**config.mk**
```make
export PLATFORM = sky130hd
export DESIGN_NAME = gpio_regs_flat
export DESIGN_NICKNAME = d
export VERILOG_FILES = /design/src/source/soc_apb_pkg.sv /design/src/source/apb_if.sv /design/src/source/gpio_regs.sv /design/src/flat_wrapper.sv
export SDC_FILE = /design/constraint.sdc
export NUM_CORES = 1
export LEC_CHECK = 0
export ABC_AREA = 1
export BUFFER_PORTS_ARGS = -buffer_cell sky130_fd_sc_hd__buf_2
export CORE_UTILIZATION = 40
export CTS_BUF_LIST = sky130_fd_sc_hd__clkbuf_2
export DETAILED_ROUTE_END_ITERATION = 12
export PLACE_DENSITY_LB_ADDON = 0.15
export SETUP_SLACK_MARGIN = 0.05
export SYNTH_ARGS = -nofsm -noshare
export SYNTH_HDL_FRONTEND = slang
export SYNTH_SLANG_ARGS = --single-unit
```
**constraint.sdc**
```tcl
create_clock -name clk -period 1.8 [get_ports clk]
set_clock_uncertainty 0.15 [all_clocks]
set_input_delay 0.09 -clock clk [delete_from_list [all_inputs] [get_ports clk]]
set_output_delay 0.09 -clock clk [all_outputs]
set_load 0.02 [all_outputs]
```
**src/source/soc_apb_pkg.sv**
```systemverilog
`default_nettype none

package soc_apb_pkg;

    localparam int APB_ADDR_W = 8;

    typedef enum logic [1:0] {
        APB_IDLE,
        APB_SETUP,
        APB_ACCESS,
        APB_DONE
    } apb_state_e;

    // gpio register offsets
    localparam logic [APB_ADDR_W-1:0] GPIO_OUT_OFS = 8'h00;
    localparam logic [APB_ADDR_W-1:0] GPIO_IN_OFS  = 8'h04;   // read only

    // ticker register offsets
    localparam logic [APB_ADDR_W-1:0] TICK_COUNT_OFS = 8'h00;  // read only
    localparam logic [APB_ADDR_W-1:0] TICK_CMP_OFS   = 8'h04;  // 0 disables compare
    localparam logic [APB_ADDR_W-1:0] TICK_STAT_OFS  = 8'h08;  // bit 0 irq flag

endpackage

`default_nettype wire

```
**src/source/apb_if.sv**
```systemverilog
`default_nettype none

interface apb_if #(
    parameter int DATA_W = 32
);

    logic [soc_apb_pkg::APB_ADDR_W-1:0] paddr;
    logic                               psel;
    logic                               penable;
    logic                               pwrite;
    logic [DATA_W-1:0]                  pwdata;
    logic [DATA_W/8-1:0]                pstrb;
    logic [DATA_W-1:0]                  prdata;
    logic                               pready;

    modport master (
        output paddr, psel, penable, pwrite, pwdata, pstrb,
        input  prdata, pready
    );

    modport slave (
        input  paddr, psel, penable, pwrite, pwdata, pstrb,
        output prdata, pready
    );

endinterface

`default_nettype wire

```
**src/source/gpio_regs.sv**
```systemverilog
`default_nettype none

module gpio_regs #(
    parameter int DATA_W = 32
) (
    input  wire                 clk,
    input  wire                 rst_n,
    apb_if.slave                apb,
    input  wire [DATA_W-1:0]    gpio_i,
    output logic [DATA_W-1:0]   gpio_o
);

    logic [DATA_W-1:0] out_q;
    logic [DATA_W-1:0] sync1_q;
    logic [DATA_W-1:0] sync2_q;
    logic              wr_en;

    assign wr_en = apb.psel & apb.penable & apb.pwrite;

    always_ff @(posedge clk or negedge rst_n) begin
        if (!rst_n) begin
            out_q <= '0;
        end else if (wr_en && apb.paddr == soc_apb_pkg::GPIO_OUT_OFS) begin
            for (int i = 0; i < DATA_W / 8; i++) begin
                if (apb.pstrb[i]) begin
                    out_q[8*i +: 8] <= apb.pwdata[8*i +: 8];
                end
            end
        end
    end

    // two flop input sync
    always_ff @(posedge clk or negedge rst_n) begin
        if (!rst_n) begin
            sync1_q <= '0;
            sync2_q <= '0;
        end else begin
            sync1_q <= gpio_i;
            sync2_q <= sync1_q;
        end
    end

    always_comb begin
        case (apb.paddr)
            soc_apb_pkg::GPIO_OUT_OFS: apb.prdata = out_q;
            soc_apb_pkg::GPIO_IN_OFS:  apb.prdata = sync2_q;
            default:                   apb.prdata = '0;
        endcase
    end

    assign apb.pready = 1'b1;
    assign gpio_o     = out_q;

endmodule

`default_nettype wire

```
**src/flat_wrapper.sv**
```systemverilog
// flat-port wrapper written by rule: the top's interface ports become plain ports
module gpio_regs_flat 
#(
    parameter int DATA_W = 32
)
  (clk, rst_n, gpio_i, gpio_o, apb_paddr, apb_psel, apb_penable, apb_pwrite, apb_pwdata, apb_pstrb, apb_prdata, apb_pready);
  apb_if #(.DATA_W(DATA_W)) apb_i ();
  input  wire clk;
  input  wire rst_n;
  input  wire [DATA_W-1:0] gpio_i;
  output logic [DATA_W-1:0] gpio_o;
  input wire logic [$bits(apb_i.paddr)-1:0] apb_paddr;
  input wire logic [$bits(apb_i.psel)-1:0] apb_psel;
  input wire logic [$bits(apb_i.penable)-1:0] apb_penable;
  input wire logic [$bits(apb_i.pwrite)-1:0] apb_pwrite;
  input wire logic [$bits(apb_i.pwdata)-1:0] apb_pwdata;
  input wire logic [$bits(apb_i.pstrb)-1:0] apb_pstrb;
  output wire logic [$bits(apb_i.prdata)-1:0] apb_prdata;
  output wire logic [$bits(apb_i.pready)-1:0] apb_pready;
  assign apb_i.paddr = apb_paddr;
  assign apb_i.psel = apb_psel;
  assign apb_i.penable = apb_penable;
  assign apb_i.pwrite = apb_pwrite;
  assign apb_i.pwdata = apb_pwdata;
  assign apb_i.pstrb = apb_pstrb;
  assign apb_prdata = apb_i.prdata;
  assign apb_pready = apb_i.pready;
  gpio_regs #(.DATA_W(DATA_W)) u_core (.clk(clk), .rst_n(rst_n), .apb(apb_i), .gpio_i(gpio_i), .gpio_o(gpio_o));
endmodule
```
==> results of run 1 <==
[cell usage after synthesis]
library cell and n:
nor2_2 2, nand4_1 33, o21ai_1 28, conb_1 1, clkbuf_1 3, nand3_1 4
o21ai_0 4, nor2_1 3, nor2_4 1, dfrtp_1 96, buf_2 8, buf_6 2
buf_12 5, inv_1 33, and3_1 1, nand2_1 98, buf_4 1
[kinds of logic after synthesis]
group / Yosys count / share of synthesized area [%]
AND/OR/NAND/NOR: 142 / 18.12
other: 1 / 0.1069
buffers and inverters: 52 / 8.705
AO/OA/AOI/OAI: 32 / 4.566
flip-flops: 96 / 68.50
[per-stage QoR]
step | worst slack, ps | instances | hold slack [ps] | util (%)
3_3_place_gp | 212.3 | 561 | -190.0 | 51.14
2_1_floorplan | 471.6 | 323 | -355.6 | -
3_5_place_dp | 151.9 | 561 | -189.1 | 51.14
==> reports/metrics.yaml, run 1 <==
floorplan:
  start_util_pct: 42.05
  io_pins: 146
  row_count: 33
  die_x_um: 95.64
  die_y_um: 95.64
logic_synthesis:
  synthCells: 323
  seq_area_frac_synth_pct: 68.50
  synth_area_um2: 3507
  ys_ff_latch: 96
  yosysTopAreaCell: "dfrtp_1"
  synth.top_cell.area_share_pct: 68.50
  yosysUniqueCellTypes: 17
  synth_nets: 404
  ys_warn_count: 0
  avgSynthCellArea_um2: 10.86
  synthTopCellsByArea: "dfrtp_1 68%, nand2_1 10%, nand4_1 5.9%"
cts:
  cts_htree_levels: 3
  cts-root-buf: "clkbuf_2"
  post_cts_buffers: 0
  clk_path_buf_depth: 2
  clock_sinks: 96
  cts_hold_buffers: 117
  post_cts_resized: 0
  numCtsBuffers: 9
placed_design:
  post_dp_cell_area_um2: 4265
  portBuffers: 144
  gp_congestion: 0.7719
  place_hpwl_um: 5229
run_status:
  haltStage: "clock tree synthesis (4_1_cts)"
  outcome: "did not finish"
  error: "[ERROR RSZ-0060] Max buffer count reached."
==> run 2: changes to the inputs <==
--- a/config.mk
+++ b/config.mk
@@ -7,11 +7,9 @@
 export LEC_CHECK = 0
 export ABC_AREA = 1
 export BUFFER_PORTS_ARGS = -buffer_cell sky130_fd_sc_hd__buf_2
-export CORE_UTILIZATION = 40
-export CTS_BUF_LIST = sky130_fd_sc_hd__clkbuf_2
+export CORE_UTILIZATION = 25
 export DETAILED_ROUTE_END_ITERATION = 12
 export PLACE_DENSITY_LB_ADDON = 0.15
-export SETUP_SLACK_MARGIN = 0.05
 export SYNTH_ARGS = -nofsm -noshare
 export SYNTH_HDL_FRONTEND = slang
 export SYNTH_SLANG_ARGS = --single-unit
==> reports/metrics.yaml, run 2 <==
critical_path:
  cp_top_family: "buffers and inverters"
  critPathMaxFanout: 39
  cp.arrival_ps: 1560
  end_kind: "register"
  cp.depth: 8
  cp_slowest_cell: "dlygate4sd3_1"
  critical_path.cell_chain: "buf_2 > nor2_2 > nand2_1 > nor2_4 > buf_12 > nand4_1 > dlygate4sd3_1 > nand2_1"
  criticalPathCategory: "in2reg"
  rr_startpoint: "u_core.gpio_o[14]"
  rr_worst_depth: 2
  cp.required_ps: 1940
  critPathLaunch: "apb_paddr[7]"
  rrSetupSlack_ps: 990
  critPathLaunchType: "input port"
  endpoint: "u_core.gpio_o[17]"
  timing.rr.end: "u_core.gpio_o[14]"
  crit_buf_inv: 3
  critPathMaxStageDelay_ps: 580
  cp_common_cell: "nand2_1"
route:
  avgViaCountPerCell: 4.195
  ant_nets: 0
  drc_errors: 0
  post_drt_wl_per_cell_um: 12.96
  dr_total_vias: 3121
  drtPass1Iterations: 4
  drt_iter0_drc: 175
  routed_wl_um: 9644
job:
  max-cap-violations: 0
global_routing:
  grt_util_all_layers_pct: 14.16
  grt_pass1_vias: 3140
  antenna_found_initial: 0
  grt_max_degree: 44
  overflow: 0
  grt_first_pass_wirelength_um: 15530
logic_synthesis:
  yosysTopAreaCell: "dfrtp_1"
  yosysMostFrequentCell: "nand2_1"
  async_flop_share_pct: 100.0  # unchanged
  ys_warn_count: 0  # unchanged
  yosysUniqueCellTypes: 17  # unchanged
  synth_nets: 404  # unchanged
  synthTopCellsByArea: "dfrtp_1 68%, nand2_1 10%, nand4_1 5.9%"
  ys_ff_latch: 96  # unchanged
  seq_area_frac_synth_pct: 68.50  # unchanged
  ys_top_cells_by_count: "98 x nand2_1, 96 x dfrtp_1, 33 x inv_1, 33 x nand4_1, 28 x o21ai_1"
  avgSynthCellArea_um2: 10.86  # unchanged
  synth_edf_count: 0  # unchanged
  synth.top_cell.area_share_pct: 68.50  # unchanged
  synthFlopType: "dfrtp_1"
  synth_area_um2: 3507  # unchanged
  synthCells: 323  # unchanged
floorplan:
  io_pins: 146  # unchanged
  core_um2: 13450
  die_x_um: 120.4  # +26%
  die_y_um: 120.4  # +26%
  dieArea_um2: 14510
  row_count: 42  # +27%
  start_util_pct: 26.07  # -16 points
timing:
  rsz0062_at_grt: "no"
  finalHoldViolations: 0
  timing.final.ws_setup_ps: 376.5
  finalCritPeriodShare_pct: 79.09
  layout_min_cycle_time_ps: 1424
  fmax_mhz: 702.5
  setup_violations: 0
  maxSlewViolCount: 0
  fin_setup_tns_ps: 0
  fin_hold_ws_ps: 35.94
cells_and_area:
  final_common_cell: "buf_2"
  fill_cells: 1347
  area_delta_synth_final_pct: 62.43
  regArea_um2: 2402
  n_antenna_cell: 0
  drive_above_1_share_pct: 29.93
  final_cell_mix: "143 x buf_2, 98 x nand2_1, 97 x dlygate4sd3_1, 96 x dfrtp_1"
  design_area_um2: 5697
  stdcell_count: 744
  fin_nets: 644
  multi_input_area_um2: 799.5
cts:
  clk_pin_slew_ps: 70
  numCtsBuffers: 9  # unchanged
  cts_htree_levels: 3  # unchanged
  clk_path_buf_depth: 2  # unchanged
  insertion_delay_ps: 350
  clock_sinks: 96  # unchanged
  post_cts_buffers: 0  # unchanged
  cts-root-buf: "clkbuf_16"
  cts_hold_buffers: 97  # -17%
  cts_tree: "done"
  post_cts_resized: 0  # unchanged
min_path:
  hold_class: "in2async"
power:
  p_leak_nw: 2.920
  p_int_mw: 3.815
  sequentialPowerShare_pct: 46.9
  p_per_area_nw_per_um2: 844.3
  comb_power_share_pct: 6.6
  power_switching_mw: 0.9947
  clkPwrFrac_pct: 46.4
  ir_drop_v: 0.0006384
  swShare_pct: 20.68
run_status:
  outcome: "complete, no violations"
placed_design:
  post_dp_cell_area_um2: 4372  # +2.5%
  dp_slack_ps: 270.9  # +119.0 ps
  portBuffers: 144  # unchanged
  place_hpwl_um: 6493  # +24%
  dp.cells: 631  # +12%
  gp_congestion: 0.7292  # -5.5%
run 2: cell counts after synthesis:
No cell type changed its count.
run 2: worst min-delay path by stage:
stage,endpoint,slack (ps),cells past startpoint
finish,u_core.sync2_q[21],40,2
global route,u_core.sync1_q[17],50,2
CTS,u_core.sync1_q[21],30,2
detailed placement,u_core.sync1_q[21],-140,1
global placement,u_core.sync2_q[21],-140,1
floorplan,u_core.gpio_o[0],-360,0
run 2: layer usage:
metal | vias up | wire length, um | global-route usage (%)
met5 | - | 0 | 0
met4 | 0 | 221 | 6.713
met3 | 17 | 393 | 3.962
met2 | 87 | 5075 | 24.60
met1 | 1505 | 3954 | 15.98
li1 | 1512 | - | -
run 2: layout make-up:
cell class | instances | area share, %
clock inverters | 6 | 2.021
well taps | 176 | 3.866
clock buffers | 10 | 4.195
flip-flops and latches | 96 | 42.17
repair buffers | 248 | 31.54
multi-input cells | 175 | 14.03
inverters | 33 | 2.174
run 2: logic make-up after synthesis:
kind of cell,share of synthesized area (%)
and+or+nand+nor,18.12
other,0.1069
buffers and inverters,8.705
DFF,68.50
AOI/OAI and AO/OA,4.566
run 2: power groups by stage:
stage / Sequential (mW) / Combinational, mW / Clock (mW)
final: 2.26 / 0.319 / 2.23
after CTS: 2.26 / 0.325 / 2.30
after floorplan: 2.30 / 0.0512 / 0
after global routing: 2.26 / 0.353 / 2.40
after detailed placement: 2.30 / 0.215 / 0
after global placement: 2.30 / 0.214 / 0
run 2: per-stage QoR:
stage / power (mW) / utilization [%]
floorplan: 2.351 / -
global placement: 2.510 / 32.50
detailed placement: 2.514 / 32.50
CTS: 4.883 / 42.35
global route: 5.014 / 42.35
finish: 4.810 / 42.35
(Power assumes the default switching activity.)
