`src/source/soc_bus_pkg.sv`:
```
`default_nettype none

package soc_bus_pkg;

    // master side data bus
    localparam int ADDR_W = 32;
    localparam int DATA_W = 32;
    localparam int BE_W   = DATA_W / 8;

    // region select lives in the top nibble of the address
    localparam int REGION_W = 4;

    localparam logic [REGION_W-1:0] REGION_RAM_BASE    = 4'h0;
    localparam logic [REGION_W-1:0] REGION_GPIO_BASE   = 4'h1;
    localparam logic [REGION_W-1:0] REGION_TICKER_BASE = 4'h2;

    typedef enum logic [1:0] {
        REGION_RAM,
        REGION_GPIO,
        REGION_TICKER,
        REGION_NONE     // any other top nibble
    } region_e;

endpackage

`default_nettype wire

```
`src/source/soc_apb_pkg.sv`:
```
`default_nettype none

package soc_apb_pkg;

    localparam int APB_ADDR_W = 8;

    typedef enum logic [1:0] {
        APB_IDLE,
        APB_SETUP,
        APB_ACCESS,
        APB_DONE
    } apb_state_e;

    // gpio register offsets
    localparam logic [APB_ADDR_W-1:0] GPIO_OUT_OFS = 8'h00;
    localparam logic [APB_ADDR_W-1:0] GPIO_IN_OFS  = 8'h04;   // read only

    // ticker register offsets
    localparam logic [APB_ADDR_W-1:0] TICK_COUNT_OFS = 8'h00;  // read only
    localparam logic [APB_ADDR_W-1:0] TICK_CMP_OFS   = 8'h04;  // 0 disables compare
    localparam logic [APB_ADDR_W-1:0] TICK_STAT_OFS  = 8'h08;  // bit 0 irq flag

endpackage

`default_nettype wire

```
`src/source/apb_if.sv`:
```
`default_nettype none

interface apb_if #(
    parameter int DATA_W = 32
);

    logic [soc_apb_pkg::APB_ADDR_W-1:0] paddr;
    logic                               psel;
    logic                               penable;
    logic                               pwrite;
    logic [DATA_W-1:0]                  pwdata;
    logic [DATA_W/8-1:0]                pstrb;
    logic [DATA_W-1:0]                  prdata;
    logic                               pready;

    modport master (
        output paddr, psel, penable, pwrite, pwdata, pstrb,
        input  prdata, pready
    );

    modport slave (
        input  paddr, psel, penable, pwrite, pwdata, pstrb,
        output prdata, pready
    );

endinterface

`default_nettype wire

```
`src/source/apb_bridge.sv`:
```
`default_nettype none

module apb_bridge (
    input  wire                             clk,
    input  wire                             rst_n,
    input  wire soc_bus_pkg::region_e       region_i,
    input  wire                             read_i,
    input  wire                             write_i,
    input  wire [soc_bus_pkg::ADDR_W-1:0]   address_i,
    input  wire [soc_bus_pkg::DATA_W-1:0]   wdata_i,
    input  wire [soc_bus_pkg::BE_W-1:0]     be_i,
    output logic [soc_bus_pkg::DATA_W-1:0]  rdata_o,
    output logic                            stall_o,
    apb_if.master                           gpio_apb,
    apb_if.master                           tick_apb
);

    soc_apb_pkg::apb_state_e state_q;
    soc_apb_pkg::apb_state_e state_d;
    soc_apb_pkg::apb_state_e phase;     // state seen on the bus this cycle

    logic req;
    logic sel_gpio;
    logic busy;
    logic pready;
    logic [soc_apb_pkg::APB_ADDR_W-1:0] paddr;
    logic [soc_bus_pkg::BE_W-1:0]       pstrb;
    logic [soc_bus_pkg::DATA_W-1:0]     rdata_q;

    assign req      = read_i | write_i;
    assign sel_gpio = (region_i == soc_bus_pkg::REGION_GPIO);

    // a new request starts its setup phase in the same cycle
    always_comb begin
        if (state_q == soc_apb_pkg::APB_IDLE && req) begin
            phase = soc_apb_pkg::APB_SETUP;
        end else begin
            phase = state_q;
        end
    end

    assign pready = sel_gpio ? gpio_apb.pready : tick_apb.pready;

    always_comb begin
        case (phase)
            soc_apb_pkg::APB_SETUP:  state_d = soc_apb_pkg::APB_ACCESS;
            soc_apb_pkg::APB_ACCESS: begin
                state_d = pready ? soc_apb_pkg::APB_DONE : soc_apb_pkg::APB_ACCESS;
            end
            default:                 state_d = soc_apb_pkg::APB_IDLE;
        endcase
    end

    always_ff @(posedge clk or negedge rst_n) begin
        if (!rst_n) begin
            state_q <= soc_apb_pkg::APB_IDLE;
        end else begin
            state_q <= state_d;
        end
    end

    always_ff @(posedge clk) begin
        if (phase == soc_apb_pkg::APB_ACCESS && pready) begin
            rdata_q <= sel_gpio ? gpio_apb.prdata : tick_apb.prdata;
        end
    end

    assign busy    = (phase == soc_apb_pkg::APB_SETUP) || (phase == soc_apb_pkg::APB_ACCESS);
    assign stall_o = busy;
    assign rdata_o = rdata_q;   // read by the master in DONE

    assign paddr = address_i[soc_apb_pkg::APB_ADDR_W-1:0];
    assign pstrb = write_i ? be_i : '0;

    assign gpio_apb.paddr   = paddr;
    assign gpio_apb.psel    = busy & sel_gpio;
    assign gpio_apb.penable = (phase == soc_apb_pkg::APB_ACCESS);
    assign gpio_apb.pwrite  = write_i;
    assign gpio_apb.pwdata  = wdata_i;
    assign gpio_apb.pstrb   = pstrb;

    assign tick_apb.paddr   = paddr;
    assign tick_apb.psel    = busy & ~sel_gpio;
    assign tick_apb.penable = (phase == soc_apb_pkg::APB_ACCESS);
    assign tick_apb.pwrite  = write_i;
    assign tick_apb.pwdata  = wdata_i;
    assign tick_apb.pstrb   = pstrb;

endmodule

`default_nettype wire

```
`src/flat_wrapper.sv`:
```
// flat-port wrapper written by rule: the top's interface ports become plain ports
module apb_bridge_flat 
  (clk, rst_n, region_i, read_i, write_i, address_i, wdata_i, be_i, rdata_o, stall_o, gpio_apb_paddr, gpio_apb_psel, gpio_apb_penable, gpio_apb_pwrite, gpio_apb_pwdata, gpio_apb_pstrb, gpio_apb_prdata, gpio_apb_pready, tick_apb_paddr, tick_apb_psel, tick_apb_penable, tick_apb_pwrite, tick_apb_pwdata, tick_apb_pstrb, tick_apb_prdata, tick_apb_pready);
  apb_if gpio_apb_i ();
  apb_if tick_apb_i ();
  input  wire clk;
  input  wire rst_n;
  input  wire soc_bus_pkg::region_e region_i;
  input  wire read_i;
  input  wire write_i;
  input  wire [soc_bus_pkg::ADDR_W-1:0] address_i;
  input  wire [soc_bus_pkg::DATA_W-1:0] wdata_i;
  input  wire [soc_bus_pkg::BE_W-1:0] be_i;
  output logic [soc_bus_pkg::DATA_W-1:0] rdata_o;
  output logic stall_o;
  output wire logic [$bits(gpio_apb_i.paddr)-1:0] gpio_apb_paddr;
  output wire logic [$bits(gpio_apb_i.psel)-1:0] gpio_apb_psel;
  output wire logic [$bits(gpio_apb_i.penable)-1:0] gpio_apb_penable;
  output wire logic [$bits(gpio_apb_i.pwrite)-1:0] gpio_apb_pwrite;
  output wire logic [$bits(gpio_apb_i.pwdata)-1:0] gpio_apb_pwdata;
  output wire logic [$bits(gpio_apb_i.pstrb)-1:0] gpio_apb_pstrb;
  input wire logic [$bits(gpio_apb_i.prdata)-1:0] gpio_apb_prdata;
  input wire logic [$bits(gpio_apb_i.pready)-1:0] gpio_apb_pready;
  output wire logic [$bits(tick_apb_i.paddr)-1:0] tick_apb_paddr;
  output wire logic [$bits(tick_apb_i.psel)-1:0] tick_apb_psel;
  output wire logic [$bits(tick_apb_i.penable)-1:0] tick_apb_penable;
  output wire logic [$bits(tick_apb_i.pwrite)-1:0] tick_apb_pwrite;
  output wire logic [$bits(tick_apb_i.pwdata)-1:0] tick_apb_pwdata;
  output wire logic [$bits(tick_apb_i.pstrb)-1:0] tick_apb_pstrb;
  input wire logic [$bits(tick_apb_i.prdata)-1:0] tick_apb_prdata;
  input wire logic [$bits(tick_apb_i.pready)-1:0] tick_apb_pready;
  assign gpio_apb_paddr = gpio_apb_i.paddr;
  assign gpio_apb_psel = gpio_apb_i.psel;
  assign gpio_apb_penable = gpio_apb_i.penable;
  assign gpio_apb_pwrite = gpio_apb_i.pwrite;
  assign gpio_apb_pwdata = gpio_apb_i.pwdata;
  assign gpio_apb_pstrb = gpio_apb_i.pstrb;
  assign gpio_apb_i.prdata = gpio_apb_prdata;
  assign gpio_apb_i.pready = gpio_apb_pready;
  assign tick_apb_paddr = tick_apb_i.paddr;
  assign tick_apb_psel = tick_apb_i.psel;
  assign tick_apb_penable = tick_apb_i.penable;
  assign tick_apb_pwrite = tick_apb_i.pwrite;
  assign tick_apb_pwdata = tick_apb_i.pwdata;
  assign tick_apb_pstrb = tick_apb_i.pstrb;
  assign tick_apb_i.prdata = tick_apb_prdata;
  assign tick_apb_i.pready = tick_apb_pready;
  apb_bridge u_core (.clk(clk), .rst_n(rst_n), .region_i(region_i), .read_i(read_i), .write_i(write_i), .address_i(address_i), .wdata_i(wdata_i), .be_i(be_i), .rdata_o(rdata_o), .stall_o(stall_o), .gpio_apb(gpio_apb_i), .tick_apb(tick_apb_i));
endmodule
```
`config.mk`:
```
export PLATFORM = sky130hd
export DESIGN_NAME = apb_bridge_flat
export DESIGN_NICKNAME = d
export VERILOG_FILES = /design/src/source/soc_bus_pkg.sv /design/src/source/soc_apb_pkg.sv /design/src/source/apb_if.sv /design/src/source/apb_bridge.sv /design/src/flat_wrapper.sv
export SDC_FILE = /design/constraint.sdc
export NUM_CORES = 1
export LEC_CHECK = 0
export BUFFER_PORTS_ARGS = -buffer_cell sky130_fd_sc_hd__buf_2
export CAP_MARGIN = 20
export CELL_PAD_IN_SITES_DETAIL_PLACEMENT = 0
export CELL_PAD_IN_SITES_GLOBAL_PLACEMENT = 1
export CORE_AREA = 2 2 102 104
export CTS_CLUSTER_SIZE = 30
export DETAILED_ROUTE_END_ITERATION = 12
export DIE_AREA = 0 0 104 106
export HOLD_SLACK_MARGIN = 0.08
export PLACE_DENSITY = 0.82
export SLEW_MARGIN = 20
export SYNTH_ARGS = -nofsm -noshare
export SYNTH_HDL_FRONTEND = slang
export SYNTH_SLANG_ARGS = --single-unit
export TNS_END_PERCENT = 20
```
`constraint.sdc`:
```
create_clock -name clk -period 4.9 [get_ports clk]
set_clock_uncertainty 0.15 [all_clocks]
set_input_delay 0.98 -clock clk [delete_from_list [all_inputs] [get_ports clk]]
set_output_delay 0.98 -clock clk [all_outputs]
set_load 0.01 [all_outputs]
```
==> flow_summary_export.csv <==
group,metric,value,unit
yosys,synth_area_leader_cell,"edfxtp_1",
clocking,clockBufferDepth,2,
worst_setup_path,rrSetupSlack,3.22,ns
timing,rsz0062_at_grt,"no",
timing,hold_viol,0,
run_status,status,"finished clean",
drt,avgRoutedWirePerCell,12.7,um
power,sw_frac_of_total,25.7,%
power,vdd_ir_drop_max,0.136,mV
final_layout,n_fill_cell,1067,
worst_setup_path,critPathKind,"in2out",
place,post-place-ws,1.69,ns
worst_setup_path,reg2reg_depth,3,
floorplan,die-area,0.0110,mm^2
yosys,synth.area.top_cells,"edfxtp_1 (42%), buf_4 (28%), mux2_4 (18%), buf_12 (3.5%), dfrtp_1 (2.2%)",
final_layout,area_delta_synth_final,7.29,%
floorplan,pin_count,267,
yosys,ys_ff_latch,34,
floorplan,initial_core_util,23.0,%
timing,slew_headroom,63.9,%
drt,drc_errors,0,
job,drv_cap,0,
clocking,cts.hold.buffers_added,0,
yosys,synth_top_area_share,41.8,%
clocking,htreeDepth,2,
worst_setup_path,reg2reg_from,"u_core.state_q[0]",
floorplan,fp.dieW,104,um
min_path,worstHoldPathType,"in2async",
worst_setup_path,end_kind,"output pin",
worst_setup_path,critPathLaunchType,"input port",
power,cellPowerDensity,348,mW/mm^2
clocking,clkSinkCount,34,
drt,first_iter_violations,92,
place,gp_congestion,0.724,
clocking,path_clk_slew,0.06,ns
global_routing,grt_usage,7.55,%
global_routing,grt_max_degree,32,
floorplan,die_y,106,um
timing,drv_slew,0,
timing,tightest_slew,0.541,ns
worst_setup_path,required,3.77,ns
clocking,cts_root_buf,"clkbuf_8",
timing,period_minus_slack,3.17,ns
yosys,synthCells,170,
final_layout,diodes,0,
clocking,cts_resized,0,
clocking,postCtsSetupBuffers,0,
power,seqPwrFrac,46.7,%
clocking,tritoncts,"yes",
clocking,insertion_delay,0.27,ns
power,p_switching,0.221,mW
yosys,synth.yosys.seq_area_share,43.9,%
floorplan,num_rows,37,
worst_setup_path,critPathMaxFanout,30,
global_routing,grt_pass1_wl,6.50,mm
floorplan,core,0.0100,mm^2
worst_setup_path,endpoint,"tick_apb_psel",
timing,fin_tns_setup,0,ns
yosys,avgSynthCellArea,13.5,um^2
worst_setup_path,r2r-end,"u_core.rdata_o[9]",
power,clockPowerShare,27.6,%
yosys,syn_area,0.00230,mm^2
clocking,numCtsBuffers,5,
power,p_comb_share,25.6,%
yosys,ys_warn_count,0,
drt,viasPerCell,3.61,
final_layout,nNetsFinal,350,
yosys,synth.distinct_cells,12,
yosys,synth_nets,310,
drt,vias,1248,
global_routing,antenna_found_initial,0,
timing,setup_slack,1.73,ns
final_layout,drive_above_1_share,78.1,%
drt,dr.pass1.iters,3,
power,p_leak,1.13,nW
global_routing,grt_remaining_overflow,0,
drt,totalWireLength,4.39,mm
drt,ant_nets,0,
place,numPortBuffers,122,
power,intPower,0.638,mW
global_routing,grt_pass1_vias,1315,
worst_setup_path,startpoint,"region_i[1]",
timing,finalCritPeriodShare,64.6,%
worst_setup_path,cp.arrival,2.04,ns
timing,max_freq,0.316,GHz
timing,setup_viol,0,
==> cells in the mapped netlist (all sizes together) <==
library cell,instances
nor4,1
a21oi,1
edfxtp,32
nor2b,5
dfrtp,2
mux2,32
and2,5
mux2i,1
buf,91
==> final cells by class <==
type / instances / area, um^2 / share of cell area (%)
clock inverters: 2 / 33.8 / 1.37
flip-flops and latches: 34 / 1010 / 41.0
multi-input cells: 45 / 559 / 22.7
repair buffers: 124 / 626 / 25.3
clock buffers: 5 / 68.8 / 2.79
well taps: 136 / 170 / 6.89
==> how the worst min path moves through the flow <==
stage                 startpoint                end  slack, ns  cells after the start
2_1_floorplan  u_core.state_q[1]  u_core.state_q[1]       0.38                      1
3_3_place_gp   u_core.state_q[1]  u_core.state_q[1]       0.37                      1
3_5_place_dp   u_core.state_q[1]  u_core.state_q[1]       0.38                      1
4_1_cts                    rst_n  u_core.state_q[1]       0.32                      1
5_1_grt                    rst_n  u_core.state_q[1]       0.31                      1
6_report                   rst_n  u_core.state_q[1]       0.33                      1
==> critical path, cell delays in order <==
cell     delay, ns
buf_2         0.11
nor2b_4       0.19
buf_4         0.48
nor2b_1       0.10
buf_2         0.16
==> placed cells by master, fill, tap and decap left out, drive strengths merged <==
cell | Yosys | routed
a21oi | 1 | 1
and2 | 5 | 5
buf | 91 | 124
bufinv | 0 | 1
clkbuf | 0 | 5
clkinv | 0 | 1
dfrtp | 2 | 2
edfxtp | 32 | 32
mux2 | 32 | 32
mux2i | 1 | 1
nor2b | 5 | 5
nor4 | 1 | 1
==> metrics by stage <==
step / power [mW] / instance area [um^2] / util, % / hold slack (ns) / cells
5_1_grt: 0.905 / 2470 / 24.7 / 0.313 / 346
3_3_place_gp: 0.627 / 2370 / 23.7 / 0.371 / 339
4_1_cts: 0.876 / 2470 / 24.7 / 0.317 / 346
3_5_place_dp: 0.633 / 2370 / 23.7 / 0.376 / 339
6_report: 0.859 / 2470 / 24.7 / 0.330 / 346
2_1_floorplan: 0.604 / 2300 / - / 0.381 / 170
==> cell families after synthesis <==
logic type,after synthesis,synth area share (%)
AOI/OAI and AO/OA,1,0.217
buffers and inverters,91,31.9
DFF,34,43.9
muxes,33,20.7
and+or+nand+nor,11,3.32
==> flip-flops by register name, indices dropped and copies added (netlist names) <==
signal	flops
u_core.rdata_o	32
u_core.state_q	2
==> metal layers <==
metal  global-route usage (%)  routed length (um)  up-vias
met2                     12.9                2270       82
li1                         -                   -      567
met1                     7.46                1530      571
met3                     2.51                 418       28
met4                     6.18                 168        0
met5                        0                   0        -
==> power by group through the flow <==
stage	clock (mW)	sequential, mW	combinational (mW)
final	0.238	0.401	0.220
after detailed placement	0	0.408	0.224
after global placement	0	0.405	0.222
after floorplan	0	0.435	0.169
after CTS	0.249	0.402	0.225
after global routing	0.258	0.407	0.240
No activity file was read; power rests on OpenSTA's default activity.
