[src/source/soc_apb_pkg.sv]
`default_nettype none

package soc_apb_pkg;

    localparam int APB_ADDR_W = 8;

    typedef enum logic [1:0] {
        APB_IDLE,
        APB_SETUP,
        APB_ACCESS,
        APB_DONE
    } apb_state_e;

    // gpio register offsets
    localparam logic [APB_ADDR_W-1:0] GPIO_OUT_OFS = 8'h00;
    localparam logic [APB_ADDR_W-1:0] GPIO_IN_OFS  = 8'h04;   // read only

    // ticker register offsets
    localparam logic [APB_ADDR_W-1:0] TICK_COUNT_OFS = 8'h00;  // read only
    localparam logic [APB_ADDR_W-1:0] TICK_CMP_OFS   = 8'h04;  // 0 disables compare
    localparam logic [APB_ADDR_W-1:0] TICK_STAT_OFS  = 8'h08;  // bit 0 irq flag

endpackage

`default_nettype wire

[src/source/apb_if.sv]
`default_nettype none

interface apb_if #(
    parameter int DATA_W = 32
);

    logic [soc_apb_pkg::APB_ADDR_W-1:0] paddr;
    logic                               psel;
    logic                               penable;
    logic                               pwrite;
    logic [DATA_W-1:0]                  pwdata;
    logic [DATA_W/8-1:0]                pstrb;
    logic [DATA_W-1:0]                  prdata;
    logic                               pready;

    modport master (
        output paddr, psel, penable, pwrite, pwdata, pstrb,
        input  prdata, pready
    );

    modport slave (
        input  paddr, psel, penable, pwrite, pwdata, pstrb,
        output prdata, pready
    );

endinterface

`default_nettype wire

[src/source/ticker.sv]
`default_nettype none

module ticker #(
    parameter int DATA_W = 32
) (
    input  wire     clk,
    input  wire     rst_n,
    apb_if.slave    apb,
    output logic    irq_o
);

    logic [DATA_W-1:0] count_q;
    logic [DATA_W-1:0] cmp_q;
    logic              flag_q;
    logic              wr_en;
    logic              hit;

    assign wr_en = apb.psel & apb.penable & apb.pwrite;
    assign hit   = (cmp_q != '0) && (count_q == cmp_q);

    always_ff @(posedge clk or negedge rst_n) begin
        if (!rst_n) begin
            count_q <= '0;
            cmp_q   <= '0;
            flag_q  <= 1'b0;
        end else begin
            count_q <= count_q + 1'b1;  // free running
            if (wr_en && apb.paddr == soc_apb_pkg::TICK_CMP_OFS) begin
                for (int i = 0; i < DATA_W / 8; i++) begin
                    if (apb.pstrb[i]) begin
                        cmp_q[8*i +: 8] <= apb.pwdata[8*i +: 8];
                    end
                end
            end
            // a fresh match beats a clear in the same cycle
            if (hit) begin
                flag_q <= 1'b1;
            end else if (wr_en && apb.paddr == soc_apb_pkg::TICK_STAT_OFS) begin
                flag_q <= 1'b0;
            end
        end
    end

    always_comb begin
        case (apb.paddr)
            soc_apb_pkg::TICK_COUNT_OFS: apb.prdata = count_q;
            soc_apb_pkg::TICK_CMP_OFS:   apb.prdata = cmp_q;
            soc_apb_pkg::TICK_STAT_OFS:  apb.prdata = {{(DATA_W-1){1'b0}}, flag_q};
            default:                     apb.prdata = '0;
        endcase
    end

    assign apb.pready = 1'b1;
    assign irq_o      = flag_q;

endmodule

`default_nettype wire

[src/flat_wrapper.sv]
// flat-port wrapper written by rule: the top's interface ports become plain ports
module ticker_flat 
#(
    parameter int DATA_W = 32
)
  (clk, rst_n, irq_o, apb_paddr, apb_psel, apb_penable, apb_pwrite, apb_pwdata, apb_pstrb, apb_prdata, apb_pready);
  apb_if #(.DATA_W(DATA_W)) apb_i ();
  input  wire clk;
  input  wire rst_n;
  output logic irq_o;
  input wire logic [$bits(apb_i.paddr)-1:0] apb_paddr;
  input wire logic [$bits(apb_i.psel)-1:0] apb_psel;
  input wire logic [$bits(apb_i.penable)-1:0] apb_penable;
  input wire logic [$bits(apb_i.pwrite)-1:0] apb_pwrite;
  input wire logic [$bits(apb_i.pwdata)-1:0] apb_pwdata;
  input wire logic [$bits(apb_i.pstrb)-1:0] apb_pstrb;
  output wire logic [$bits(apb_i.prdata)-1:0] apb_prdata;
  output wire logic [$bits(apb_i.pready)-1:0] apb_pready;
  assign apb_i.paddr = apb_paddr;
  assign apb_i.psel = apb_psel;
  assign apb_i.penable = apb_penable;
  assign apb_i.pwrite = apb_pwrite;
  assign apb_i.pwdata = apb_pwdata;
  assign apb_i.pstrb = apb_pstrb;
  assign apb_prdata = apb_i.prdata;
  assign apb_pready = apb_i.pready;
  ticker #(.DATA_W(DATA_W)) u_core (.clk(clk), .rst_n(rst_n), .apb(apb_i), .irq_o(irq_o));
endmodule
[config.mk]
export PLATFORM = sky130hd
export DESIGN_NAME = ticker_flat
export DESIGN_NICKNAME = d
export VERILOG_FILES = /design/src/source/soc_apb_pkg.sv /design/src/source/apb_if.sv /design/src/source/ticker.sv /design/src/flat_wrapper.sv
export SDC_FILE = /design/constraint.sdc
export NUM_CORES = 1
export LEC_CHECK = 0
export BUFFER_PORTS_ARGS = -buffer_cell sky130_fd_sc_hd__buf_2
export CORE_UTILIZATION = 45
export DETAILED_ROUTE_END_ITERATION = 12
export HOLD_SLACK_MARGIN = 0.1
export PLACE_DENSITY = 0.78
export REMOVE_ABC_BUFFERS = 1
export SYNTH_ARGS = -nofsm -noshare
export SYNTH_HDL_FRONTEND = slang
export SYNTH_SLANG_ARGS = --single-unit
[constraint.sdc]
create_clock -name clk -period 1.8 [get_ports clk]
set_input_delay 0.09 -clock clk [delete_from_list [all_inputs] [get_ports clk]]
set_output_delay 0.09 -clock clk [all_outputs]
set_load 0.01 [all_outputs]
==> impl_metrics.json, run 1 <==
{
  "top_level_ports": 83,
  "fmaxAchievable_mhz": 574,
  "power.density_cell_area_mw_per_mm2": 584,
  "clock_skew_ps": 10.4,
  "setup_total_negative_slack_ps": 0,
  "avgRoutedWirePerCell_microns": 17.7,
  "ant_nets": 0,
  "synth_seq_cells": 65,
  "hold_slack_ps": 142,
  "ys_dominant_reg_cell": "dfrtp_1",
  "clockPowerShare": 0.389,
  "detail_route.drc_violations": 0,
  "power.internal_mw": 2.15,
  "die_area_sq_mm": 0.00863,
  "chipWidth_microns": 92.9,
  "grt_antenna_before_repair": 0,
  "r2r_slack_ps": 60,
  "final-hold-violation-count": 0,
  "max_cap_violations": 0,
  "layout.core_utilization": 0.608,
  "portBuffers": 81,
  "clock_path_buffers": 2,
  "max_slew.worst_pin.slew_ps": 497,
  "crit_required_ps": 2060,
  "yosysTopAreaCellShare": 0.438,
  "cp-start-kind": "flop",
  "htreeDepth": 3,
  "placed_cell_area_sq_mm": 0.00426,
  "netlist.top_cell.by_area": "dfrtp_1",
  "cts.sink_count": 65,
  "yosys-top-cells-area": "dfrtp_1 (44%), xor2_1 (12%), mux2_2 (9.1%)",
  "cts_buffers": 9,
  "post-route-min-period_ps": 1740,
  "grt_start_max_net_pins": 47,
  "n_antenna_cell": 0,
  "final_max_slew_viol_count": 0,
  "power_mw": 2.79,
  "global_route.overflow_total": 0,
  "count_of_flip_flops_with_a_built_in_enable_after_synthesis": 0,
  "grt.total_usage": 0.244,
  "p_comb_frac": 0.081,
  "power_frac_seq": 0.530,
  "fp-row-count": 32,
  "netSwitchingFraction": 0.227,
  "post-dp-hpwl_microns": 7100,
  "drt-total-wl_microns": 10000,
  "clock_tree.root_cell": "clkbuf_8",
  "power_switching_mw": 0.632,
  "drive_above_1_share": 0.325,
  "tritoncts": "yes",
  "post-place-cells": 519,
  "synthCells": 343,
  "power_leakage_nw": 2.60,
  "start_util": 0.474,
  "final_common_cell": "buf_2",
  "vias_per_cell": 5.40,
  "worstHoldPathType": "input port to flop",
  "final_setup_fails": 0,
  "clk_pin_slew_ps": 70,
  "nets": 511,
  "die_y_microns": 92.9,
  "mappedNetlistArea_sq_mm": 0.00372,
  "setup.worst_path.class": "flop to flop",
  "place_congestion": 0.884,
  "critPathMaxFanout": 6,
  "area_growth_pct": 28.4,
  "period_share": 0.967,
  "violation_count_after_the_first_detailed_routing_iteration": 203,
  "data_arrival_time_of_the_critical_path_ps": 2000,
  "grt_first_pass_wirelength_microns": 15900,
  "syn-mean-instance-area_sq_um": 10.8,
  "synth_sequential_area_ratio": 0.438,
  "end_kind": "flop",
  "fin_ws_ps": 59.2,
  "mostFrequentLayoutCells": "buf_2 (81), dfrtp_1 (65), xor2_1 (50)",
  "result_of_the_run": "finished, final reports clean",
  "instances_no_fill": 566,
  "ys.warnings.count": 0,
  "clk-insertion-delay-late_ps": 340,
  "standard_cell_core_area_sq_mm": 0.00785,
  "synth_async_sr_flop_share": 1.00,
  "max_slew_margin": 0.664,
  "dp_slack_ps": 42.0,
  "drt_pre_antenna_iters": 4,
  "irDropWorstVdd_mv": 0.328,
  "first_global_vias": 3230,
  "yosysUniqueCellTypes": 34,
  "post-route-cell-area_sq_mm": 0.00477,
  "vias": 3055
}
[logic make-up after synthesis]
family | Yosys count | share of synthesized area
buffers and inverters | 25 | 0.0320
XOR/XNOR | 62 | 0.146
flip-flops | 65 | 0.438
other | 1 | 0.00101
multiplexers | 63 | 0.180
AND/OR/NAND/NOR | 122 | 0.192
AO/OA/AOI/OAI | 4 | 0.00707
adder cells (fa/ha/maj) | 1 | 0.00337
[area by class of cell]
| type | count | area, sq um |
|---|---|---|
| clock buffer | 14 | 163 |
| tap | 102 | 128 |
| multi-input combinational | 253 | 1990 |
| inverter | 6 | 22.5 |
| fill | 660 | 3080 |
| sequential | 65 | 1630 |
| timing repair buffer | 126 | 838 |
[final timing paths]
| kind | startpoint | to | cells past startpoint |
|---|---|---|---|
| worst max-delay path | u_core.count_q[0] | u_core.count_q[26] | 5 |
| worst min-delay path | apb_pstrb[1] | u_core.cmp_q[15] | 3 |
| worst max register to register | u_core.count_q[0] | u_core.count_q[26] | 5 |
| worst min register to register | u_core.count_q[31] | u_core.count_q[31] | 1 |
| max in group asynchronous | rst_n | u_core.count_q[18] | 3 |
| min in group asynchronous | rst_n | u_core.cmp_q[31] | 2 |
[flip-flops by register name, indices dropped and copies added (netlist names)]
register and count:
u_core.cmp_q 32, u_core.count_q 32, u_core.irq_o 1
[power by group through the flow]
stage	Sequential [mW]	Clock, mW	Combinational, mW
floorplan	1.50	0	0.0446
global placement	1.50	0	0.167
detailed placement	1.50	0	0.170
CTS	1.48	1.10	0.225
global route	1.48	1.16	0.245
finish	1.48	1.08	0.225
[synthesized netlist by cell type, types with 2 or more instances]
library cell  count
dfrtp_1          65
inv_1             6
buf_1             3
mux2_1            2
nand2_4           4
mux2i_1          31
clkbuf_1          5
nand4_1          10
xor2_1           50
and3_1            4
nor4_2            3
buf_4             2
nand3_1          14
nand2_1           9
nor4_1           17
nor3_1           10
mux2_2           30
buf_2             8
xnor2_1          12
and4_1            6
nor2_1           39
[worst max-delay path, stage by stage, from the launching register on]
cell,delay [ps]
dfrtp_1,430
ha_1,250
and4_2,360
nand2_2,160
nor4_2,290
xor2_1,180
[routing by layer]
layer,global-route usage,wire [microns],vias up,part of all wire
met4,0.0821,187,0,0.019
met3,0.0402,663,18,0.066
met5,0,0,-,0
met2,0.414,4930,115,0.49
met1,0.317,4230,1491,0.42
li1,-,-,1431,-
[timing repair]
action	CTS	global route
endpoints found under the setup margin	0	5
hold endpoints to repair	51	0
resized for setup	0	5
hold buffers	33	0
buffers inserted	0	0
Note: power is estimated with default switching activity, not from simulation.
==> run 2: changes to the inputs <==
BUFFER_PORTS_ARGS = not set   (was -buffer_cell sky130_fd_sc_hd__buf_2)
DONT_BUFFER_PORTS = 1   (was not set)
PLACE_DENSITY = 0.7   (was 0.78)
==> run 2 against run 1 <==
- wire length shrank 0.84%
- largest power group unchanged
- via count shrank 0.95%
- core utilization grew 2.2 points
- register-to-register slack gained 30 ps
- clock-buffer cell count shrank 5
- global-route usage grew 0.21 points
- non-clock buffer count shrank 16
- sequential cell count is the same
==> impl_metrics.json, run 2 (same netlist as run 1, synthesis figures left out) <==
{
  "result_of_the_run": "finished, final reports clean",
  "delay_of_the_slowest_cell_on_the_worst_path_ps": 480,
  "irDropWorstVdd_mv": 0.337,
  "chipWidth_microns": 92.9,
  "p_comb_frac": 0.058,
  "place_congestion": 0.880,
  "launching_element_of_the_worst_setup_path": "u_core.count_q[6]",
  "netSwitchingFraction": 0.247,
  "critical_path.reg2reg.startpoint": "u_core.count_q[6]",
  "power_switching_mw": 0.675,
  "portBuffers": 0,
  "die_area_sq_mm": 0.00863,
  "global_route.overflow_total": 0,
  "drive_above_1_share": 0.233,
  "clock_path_buffers": 2,
  "n_antenna_cell": 0,
  "standard_cell_core_area_sq_mm": 0.00785,
  "final-hold-violation-count": 0,
  "clk_pin_slew_ps": 80,
  "crit_required_ps": 2070,
  "cts_buffers": 9,
  "clk-insertion-delay-late_ps": 350,
  "grt_start_max_net_pins": 66,
  "nets": 495,
  "cp-start-kind": "flop",
  "critical_path.top_delay_family": "simple AND/OR/NAND/NOR gates",
  "mostFrequentLayoutCells": "dlygate4sd3_1 (67), dfrtp_1 (65), xor2_1 (50)",
  "crit_chain": "and4_1, nand4_1, nor3_1, xor2_1",
  "cp_slowest_cell": "dfrtp_1",
  "top_level_ports": 83,
  "setup.worst_path.class": "flop to flop",
  "area_growth_pct": 33.1,
  "vias_per_cell": 5.48,
  "fmaxAchievable_mhz": 586,
  "drt_pre_antenna_iters": 4,
  "cts.sink_count": 65,
  "period_share": 0.948,
  "worst-r2r-cell-count": 4,
  "end_kind": "flop",
  "power.internal_mw": 2.06,
  "grt_antenna_before_repair": 0,
  "final_max_slew_viol_count": 0,
  "start_util": 0.474,
  "power_leakage_nw": 2.64,
  "multi_input_comb_area_sq_mm": 0.00198,
  "clock_skew_ps": 13.8,
  "worstHoldPathType": "input port to async pin",
  "power_frac_seq": 0.540,
  "data_arrival_time_of_the_critical_path_ps": 1980,
  "drt-total-wl_microns": 9930,
  "tritoncts": "yes",
  "r2r_slack_ps": 90,
  "detail_route.drc_violations": 0,
  "clockPowerShare": 0.402,
  "clock_tree.root_cell": "clkbuf_8",
  "final_common_cell": "dlygate4sd3_1",
  "cp_num_buf_inv": 0,
  "post_cts_buffers": 0,
  "grt.total_usage": 0.247,
  "power.density_cell_area_mw_per_mm2": 552,
  "nFillCells": 651,
  "layout.core_utilization": 0.630,
  "first_global_vias": 3134,
  "critPathMaxFanout": 6,
  "grt_first_pass_wirelength_microns": 16100,
  "htreeDepth": 3,
  "max_cap_violations": 0,
  "setup.worst_path.end": "u_core.count_q[17]",
  "regArea_sq_mm": 0.00163,
  "post-dp-hpwl_microns": 6800,
  "post-route-min-period_ps": 1710,
  "rsz0062_at_grt": "no",
  "violation_count_after_the_first_detailed_routing_iteration": 168,
  "avgRoutedWirePerCell_microns": 18.0,
  "fp-row-count": 32,
  "setup_total_negative_slack_ps": 0,
  "vias": 3026,
  "rr_endpoint": "u_core.count_q[17]",
  "critical_path_depth": 4,
  "final_setup_fails": 0,
  "die_y_microns": 92.9,
  "ant_nets": 0
}
run 2: per-stage QoR:
step	hold WS (ps)	power (mW)	instance area, sq um	setup WS (ps)	instances
4_1_cts	291	2.74	4930	18.3	552
2_1_floorplan	-206	1.55	3620	303	324
5_1_grt	307	2.83	4950	8.79	552
6_report	271	2.73	4950	94.0	552
3_5_place_dp	-204	1.56	4060	48.5	468
3_3_place_gp	-204	1.56	4060	128	468
run 2: routing by layer:
| layer | wire (microns) | track usage |
|---|---|---|
| met1 | 4330 | 0.325 |
| met2 | 4780 | 0.407 |
| met5 | 0 | 0 |
| met4 | 235 | 0.0987 |
| met3 | 588 | 0.0353 |
run 2: layout make-up:
type / count / area share
multi-input cells: 253 / 0.401
flip-flops and latches: 65 / 0.329
repair buffers: 110 / 0.205
well taps: 102 / 0.0258
clock buffers: 9 / 0.0250
clock inverters: 7 / 0.00961
inverters: 6 / 0.00455
run 2: power groups by stage:
stage          Sequential, mW  Clock [mW]  Combinational [mW]
2_1_floorplan            1.50           0              0.0446
3_3_place_gp             1.50           0              0.0527
3_5_place_dp             1.50           0              0.0534
4_1_cts                  1.47        1.11               0.160
5_1_grt                  1.47        1.18               0.175
6_report                 1.47        1.10               0.158
run 2: how the worst min path moves through the flow:
stage	start	end	slack, ps	depth (start not counted)
finish	rst_n	u_core.cmp_q[3]	270	2
global route	rst_n	u_core.cmp_q[3]	310	2
CTS	rst_n	u_core.count_q[3]	290	2
detailed placement	rst_n	u_core.cmp_q[3]	-200	0
global placement	rst_n	u_core.count_q[3]	-200	0
floorplan	rst_n	u_core.cmp_q[0]	-210	0
run 2: repair_timing:
item	CTS	global route
endpoints found under the setup margin	0	31
hold buffers	68	0
resized for setup	0	4
endpoints found under the hold margin	98	0
